## src/source/QuplsInsnPkg.sv

```systemverilog
// ================================================
// Qupls instruction encoding
// Word type, opcode values and the bit positions
// of the fields that the immediate stage extracts
// ================================================

package QuplsInsnPkg;

	// One instruction word as it sits in the fetch group
	typedef logic [79:0] insnWord_t;

	// Prefix length code, selects how much payload a prefix carries
	typedef logic [1:0] pfxLen_t;

	// Seven bit major opcode in the low bits of every word
	typedef enum logic [6:0] {
		NOP   = 7'h00,
		ADDI  = 7'h04,
		CMPI  = 7'h05,
		MULI  = 7'h06,
		ANDI  = 7'h08,
		ORI   = 7'h09,
		EORI  = 7'h0A,
		CSR   = 7'h0F,
		JSR   = 7'h42,
		RTD   = 7'h43,
		LDO   = 7'h4B,
		STO   = 7'h53,
		FENCE = 7'h5F,
		FLT2  = 7'h62,
		FLT3  = 7'h63,
		PFXA  = 7'h78,
		PFXB  = 7'h79,
		PFXC  = 7'h7A
	} opcode_e;

	// ================================================
	// Field positions
	// ================================================
	localparam int opcodeHi = 6;
	localparam int pfxLenLo = 7;
	localparam int pfxLenHi = 8;
	// Prefix payload, full and short forms all start at bit 9
	localparam int pfxPayloadLo = 9;
	localparam int pfxPayloadHi = 72;
	localparam int pfxShortHi = 31;
	localparam int pfxMidHi = 47;
	localparam int pfxSingleHi = 40;
	// Immediate fields of the leading instruction itself
	localparam int immLo = 19;
	localparam int immShortHi = 31;
	localparam int csrHi = 29;
	localparam int immLongHi = 39;
	localparam int fenceLo = 8;
	localparam int fenceHi = 23;

	// Filler for window positions past the end of a group
	localparam insnWord_t nopWord = insnWord_t'(NOP);

	function automatic opcode_e opcodeOf(insnWord_t w);
		return opcode_e'(w[opcodeHi:0]);
	endfunction

	function automatic pfxLen_t pfxLenOf(insnWord_t w);
		return w[pfxLenHi:pfxLenLo];
	endfunction

	function automatic logic isPrefix(opcode_e op);
		return (op == PFXA) || (op == PFXB) || (op == PFXC);
	endfunction

endpackage

```

## src/source/QuplsImmPkg.sv

```systemverilog
// ================================================
// Qupls immediate values
// Value types used by the immediate decoders and
// the depth of the per-lane instruction window
// ================================================

package QuplsImmPkg;

	// A fully decoded immediate as handed to later stages
	typedef logic [63:0] imm64_t;

	// IEEE single as carried in a short float prefix
	typedef logic [31:0] fpSingle_t;

	// IEEE double, the widened form of a single
	typedef logic [63:0] fpDouble_t;

	// A lane sees its own word plus up to three prefixes after it
	localparam int windowDepth = 4;

endpackage

```

## src/source/QuplsSlotIf.sv

```systemverilog
// ================================================
// Per-lane slot interface
// Carries one lane's instruction window and lead
// flag to a decoder, and its immediates onward
// ================================================

`timescale 1ns/1ps

interface QuplsSlotIf;

	// Word 0 is the lane's own word, words 1 to 3 the candidates for prefixes
	QuplsInsnPkg::insnWord_t [QuplsImmPkg::windowDepth-1:0] window;
	// Set when word 0 starts an instruction in a valid group
	logic lead;
	// Registered group valid, carried so the collector also sees all-prefix groups
	logic strobe;
	QuplsImmPkg::imm64_t immA;
	QuplsImmPkg::imm64_t immB;
	QuplsImmPkg::imm64_t immC;

	modport feed (output window, output lead, output strobe);
	modport decode (input window, output immA, output immB, output immC);
	modport drain (input lead, input strobe, input immA, input immB, input immC);

endinterface

```

## src/source/fpCvt32To64.sv

```systemverilog
// ================================================
// Single to double conversion
// Exact widening of an IEEE single, subnormal
// inputs are normalized into the wider exponent
// ================================================

`timescale 1ns/1ps

module fpCvt32To64 (
	input QuplsImmPkg::fpSingle_t single,
	output QuplsImmPkg::fpDouble_t double
);

	logic sign;
	logic [7:0] expS;
	logic [22:0] manS;
	// Leading zeros of the single mantissa, only meaningful for subnormals
	logic [4:0] lz;
	logic [22:0] manNorm;
	logic [10:0] expD;
	logic [51:0] manD;

	assign sign = single[31];
	assign expS = single[30:23];
	assign manS = single[22:0];

	// Highest set bit wins because later iterations overwrite earlier ones
	always_comb begin
		lz = 5'd0;
		for (int b = 0; b < 23; b++) begin
			if (manS[b]) begin
				lz = 5'(22 - b);
			end
		end
	end

	// Shift the leading one out of the field, it becomes the hidden bit
	assign manNorm = manS << (lz + 5'd1);

	always_comb begin
		if (expS == 8'd0 && manS == 23'd0) begin
			// Signed zero stays signed zero
			expD = 11'd0;
			manD = 52'd0;
		end else if (expS == 8'hFF) begin
			// Infinity and NaN, the payload moves to the top mantissa bits
			expD = 11'h7FF;
			manD = {manS, 29'd0};
		end else if (expS == 8'd0) begin
			// Subnormal 0.m x 2^-126 becomes 1.f x 2^(-127-lz)
			expD = 11'd896 - 11'(lz);
			manD = {manNorm, 29'd0};
		end else begin
			// Rebias from 127 to 1023
			expD = 11'(expS) + 11'd896;
			manD = {manS, 29'd0};
		end
	end

	assign double = {sign, expD, manD};

endmodule

```

## src/source/QuplsImmDecoder.sv

```systemverilog
// ================================================
// Immediate decoder for one lane
// Builds the base immediate from the leading word
// and applies up to three prefixes in A, B, C order
// ================================================

`timescale 1ns/1ps

module QuplsImmDecoder (
	QuplsSlotIf.decode slot
);

	localparam int immShortBits = QuplsInsnPkg::immShortHi - QuplsInsnPkg::immLo + 1;

	QuplsInsnPkg::opcode_e ops [QuplsImmPkg::windowDepth];
	QuplsInsnPkg::opcode_e leadOp;
	QuplsInsnPkg::insnWord_t w0;
	logic isFlt;
	logic hasA;
	logic hasB;
	logic hasC;
	// Window positions that the B and C prefixes would occupy
	logic [1:0] posB;
	logic [1:0] posC;
	QuplsImmPkg::fpDouble_t cvtA;
	QuplsImmPkg::fpDouble_t cvtB;
	QuplsImmPkg::fpDouble_t cvtC;
	QuplsImmPkg::imm64_t baseB;

	// Value carried by one prefix word, float leads change the length meaning
	function automatic QuplsImmPkg::imm64_t pfxValue(
		QuplsInsnPkg::insnWord_t w,
		logic flt,
		QuplsImmPkg::fpDouble_t cvt
	);
		QuplsImmPkg::imm64_t v;
		if (flt) begin
			case (QuplsInsnPkg::pfxLenOf(w))
				2'd1: v = cvt;
				2'd2: v = w[QuplsInsnPkg::pfxPayloadHi:QuplsInsnPkg::pfxPayloadLo];
				default: v = '0;
			endcase
		end else begin
			case (QuplsInsnPkg::pfxLenOf(w))
				2'd0: v = $signed(w[QuplsInsnPkg::pfxShortHi:QuplsInsnPkg::pfxPayloadLo]);
				2'd1: v = $signed(w[QuplsInsnPkg::pfxMidHi:QuplsInsnPkg::pfxPayloadLo]);
				default: v = w[QuplsInsnPkg::pfxPayloadHi:QuplsInsnPkg::pfxPayloadLo];
			endcase
		end
		return v;
	endfunction

	for (genvar k = 0; k < QuplsImmPkg::windowDepth; k++) begin : gOp
		assign ops[k] = QuplsInsnPkg::opcodeOf(slot.window[k]);
	end

	assign w0 = slot.window[0];
	assign leadOp = ops[0];
	assign isFlt = (leadOp == QuplsInsnPkg::FLT2) || (leadOp == QuplsInsnPkg::FLT3);

	// ================================================
	// Prefix chain cursor
	// ================================================
	// Each prefix that matches moves the cursor one word on
	assign hasA = ops[1] == QuplsInsnPkg::PFXA;
	assign posB = hasA ? 2'd2 : 2'd1;
	assign hasB = ops[posB] == QuplsInsnPkg::PFXB;
	assign posC = posB + 2'(hasB);
	assign hasC = ops[posC] == QuplsInsnPkg::PFXC;

	// One converter per immediate, fed from wherever that prefix would sit
	fpCvt32To64 uCvtA (
		.single(slot.window[1][QuplsInsnPkg::pfxSingleHi:QuplsInsnPkg::pfxPayloadLo]),
		.double(cvtA)
	);
	fpCvt32To64 uCvtB (
		.single(slot.window[posB][QuplsInsnPkg::pfxSingleHi:QuplsInsnPkg::pfxPayloadLo]),
		.double(cvtB)
	);
	fpCvt32To64 uCvtC (
		.single(slot.window[posC][QuplsInsnPkg::pfxSingleHi:QuplsInsnPkg::pfxPayloadLo]),
		.double(cvtC)
	);

	// ================================================
	// Base immediate from the leading word
	// ================================================
	always_comb begin
		case (leadOp)
			QuplsInsnPkg::ADDI, QuplsInsnPkg::CMPI, QuplsInsnPkg::MULI:
				baseB = $signed(w0[QuplsInsnPkg::immShortHi:QuplsInsnPkg::immLo]);
			// AND masks keep their upper bits, so extend with ones
			QuplsInsnPkg::ANDI:
				baseB = {{(64 - immShortBits){1'b1}},
					w0[QuplsInsnPkg::immShortHi:QuplsInsnPkg::immLo]};
			QuplsInsnPkg::ORI, QuplsInsnPkg::EORI:
				baseB = w0[QuplsInsnPkg::immShortHi:QuplsInsnPkg::immLo];
			// CSR number, unsigned
			QuplsInsnPkg::CSR:
				baseB = w0[QuplsInsnPkg::csrHi:QuplsInsnPkg::immLo];
			QuplsInsnPkg::JSR, QuplsInsnPkg::RTD, QuplsInsnPkg::LDO, QuplsInsnPkg::STO:
				baseB = $signed(w0[QuplsInsnPkg::immLongHi:QuplsInsnPkg::immLo]);
			QuplsInsnPkg::FENCE:
				baseB = w0[QuplsInsnPkg::fenceHi:QuplsInsnPkg::fenceLo];
			default:
				baseB = '0;
		endcase
	end

	// A prefix overrides whatever the leading word supplied
	always_comb begin
		slot.immA = '0;
		slot.immB = baseB;
		slot.immC = '0;
		if (hasA) begin
			slot.immA = pfxValue(slot.window[1], isFlt, cvtA);
		end
		if (hasB) begin
			slot.immB = pfxValue(slot.window[posB], isFlt, cvtB);
		end
		if (hasC) begin
			slot.immC = pfxValue(slot.window[posC], isFlt, cvtC);
		end
	end

endmodule

```

## src/flat_wrapper.sv

```systemverilog
// flat-port wrapper written by rule: the top's interface ports become plain ports
module QuplsImmDecoder_flat 
  (slot_window, slot_immA, slot_immB, slot_immC);
  QuplsSlotIf slot_i ();
  input wire logic [$bits(slot_i.window)-1:0] slot_window;
  output wire logic [$bits(slot_i.immA)-1:0] slot_immA;
  output wire logic [$bits(slot_i.immB)-1:0] slot_immB;
  output wire logic [$bits(slot_i.immC)-1:0] slot_immC;
  assign slot_i.window = slot_window;
  assign slot_immA = slot_i.immA;
  assign slot_immB = slot_i.immB;
  assign slot_immC = slot_i.immC;
  QuplsImmDecoder u_core (.slot(slot_i));
endmodule
```

## config.mk

```make
export PLATFORM = sky130hd
export DESIGN_NAME = QuplsImmDecoder_flat
export DESIGN_NICKNAME = d
export VERILOG_FILES = /design/src/source/QuplsInsnPkg.sv /design/src/source/QuplsImmPkg.sv /design/src/source/QuplsSlotIf.sv /design/src/source/fpCvt32To64.sv /design/src/source/QuplsImmDecoder.sv /design/src/flat_wrapper.sv
export SDC_FILE = /design/constraint.sdc
export NUM_CORES = 1
export LEC_CHECK = 0
export BUFFER_PORTS_ARGS = -buffer_cell sky130_fd_sc_hd__buf_2
export CAP_MARGIN = 20
export CELL_PAD_IN_SITES_DETAIL_PLACEMENT = 1
export CELL_PAD_IN_SITES_GLOBAL_PLACEMENT = 2
export CORE_ASPECT_RATIO = 1.25
export CORE_MARGIN = 2
export CORE_UTILIZATION = 24
export DETAILED_ROUTE_END_ITERATION = 16
export PLACE_DENSITY_LB_ADDON = 0.1
export SLEW_MARGIN = 20
export SYNTH_ARGS = -nofsm -noshare
export SYNTH_HDL_FRONTEND = slang
export SYNTH_SLANG_ARGS = --single-unit
```

## constraint.sdc

```tcl
create_clock -name vclk -period 9.1
set_input_delay 0.91 -clock vclk [all_inputs]
set_output_delay 0.91 -clock vclk [all_outputs]
set_load 0.1 [all_outputs]
```

==> metrics <==
outcome finished clean; multi-input logic area 0.0119 sq mm; Hold Slack 2400 ps; Seq/Total Area, Yosys 0%; Mapped Area 0.0124 sq mm; post-route ant nets 0; Worst Setup SP slot_window[164]; worst hold path class input pin to output port; total power 0.000913 W; startpoint types input pin; Final Critical Period 8580 ps; largest net degree at the start of global routing 53; share of the synthesized area in the top cell type 17.6%; Global Route Usage Sum 37.6%; Yosys warning count 0; Final nets 2,566; Via density 6.46; Non-Filler Instances 2,898; # clk buffers 0; vias in the first global route 18,600; die width 208 microns; cell with the most instances after synthesis nand2_1; Seq cells 0; count of cell types in the netlist 86; highest net fanout along the worst path 33; drt initial violations 1,761; routed wire length 107,000 microns; worst relative slew slack 26.7%; CP Data Required Time 8190 ps; die extent in y 259 microns; post-synth top area cell mux4_2; Final setup viols 0; DRC errors left 0; worst slack at placement 537 ps; Filler cells 6,544; number of antenna violations at the first check in global routing 5; Fin. Hold Viols 0; Post-DP HPWL 87,000 microns; cts-stage hold buffer count 0; Tcrit/Tclk final 94.3%; utilization after layout 31.4%; setup ws final 520 ps; synth top area cells mux4_2 18%, a21oi_1 9.1%, mux2i_1 8.1%; syn nets 2,210; top post-synthesis cells by count 262 x nand2_1, 226 x a21oi_1, 162 x clkbuf_1; Initial Utilization 24.2%; beginning of the worst hold path slot_window[145]; leakage power 6.79 nW; VDD IR max 26.6 uV; share of layout cells above drive strength 1 33.0%; die area 0.0537 sq mm; post_cts resized 0; vias 18,700; RSZ-0062 raised after global routing no; synthesized netlist cell count 1,874; f_max 117 MHz; Core Box Area 0.0513 sq mm; IO Port Bufs 484; Setup crit end kind output port; MaxCap Viol Count 0; post-CTS setup buffers 0; register area 0 sq um; Routed WL per cell 36.8 microns; gr ovfl total 0; dpl cells 2,893; RD Place Congestion 1.02; first-pass GRT wire length 147,000 microns; Rows 93; worst-margin pin slew 1070 ps; P per Cell Area 56.7 mW/mm^2; 1st-pass router iterations 7; IO Count 512; fin. max-slew vios 0; Syn Area/Cell 6.64 sq um; arrival time at the worst endpoint 7670 ps; area delta synth->final 29.4%; worst setup path category input pin to output port
## placed cells by master, fill, tap and decap left out, types with 25 or more instances in the layout
cell      synthesis  layout
and2_1           46      46
o21ai_0         145     143
a221oi_1         39      39
buf_4             0      61
a21oi_1         226     222
mux2i_1         101     101
o22ai_1          36      34
mux4_2           97      97
inv_1            44      43
nand3_1          31      31
nor4_1           26      25
nor2_1          150     147
o211ai_1         31      31
nand2_1         262     262
buf_2             8     467
nor3_1           59      51
## routing by layer
layer  track usage [%]  vias to the layer above  share of wire (%)  routed length (microns)
li1                  -                     7954                  -                        -
met1              45.9                     9623                 39                    42000
met2              66.9                      953                 50                    53000
met3              2.35                      197                4.8                     5150
met4              18.7                        2                6.0                     6390
met5                 0                        -             0.0066                        7
## critical path: stages
cell and delay [ps]:
buf_2 90, nand4_1 110, nor4b_1 720, o211a_1 260
inv_1 130, ha_4 600, mux4_2 790, or4_1 570
o221a_2 230, o21ai_1 130, buf_4 190, inv_1 60
ha_1 300, buf_4 410, mux4_2 600, o22ai_1 420
o21ai_0 160, a22o_1 260, a2111oi_4 450, buf_12 230
## logic make-up (layout without fill, tap and decap cells)
| group | count (synthesis) | count (layout) | share of synthesized area, % |
|---|---|---|---|
| AOI/OAI and AO/OA | 718 | 718 | 37.4 |
| xor gates and xnor gates | 17 | 17 | 1.41 |
| adders and majority gates | 16 | 16 | 1.61 |
| buffers and inverters | 239 | 593 | 7.49 |
| muxes | 208 | 208 | 26.6 |
| other | 0 | 5 | 0 |
| and+or+nand+nor | 676 | 676 | 25.5 |
## final timing paths
| check | end | cells past startpoint |
|---|---|---|
| hold / removal | slot_immA[56] | 4 |
| setup / recovery | slot_immC[49] | 20 |
## cell type report
cell class | count | share of cell area [%]
antenna | 5 | 0.0778
inverter | 49 | 1.14
multi-input combinational | 1635 | 74.2
tap | 665 | 5.17
timing repair buffer | 544 | 19.4
## where the power goes
group             internal (W)  switching, W
combinational         0.000280      0.000633
clock          0.0000000000491             0
sequential                   0             0
## per-stage QoR
stage	setup TNS (ps)	cell area, sq um
finish	0	16100
detailed placement	0	16100
global placement	0	16000
global route	0	16100
floorplan	-483	12800
CTS	0	16100
Note: power is estimated with default switching activity, not from simulation.
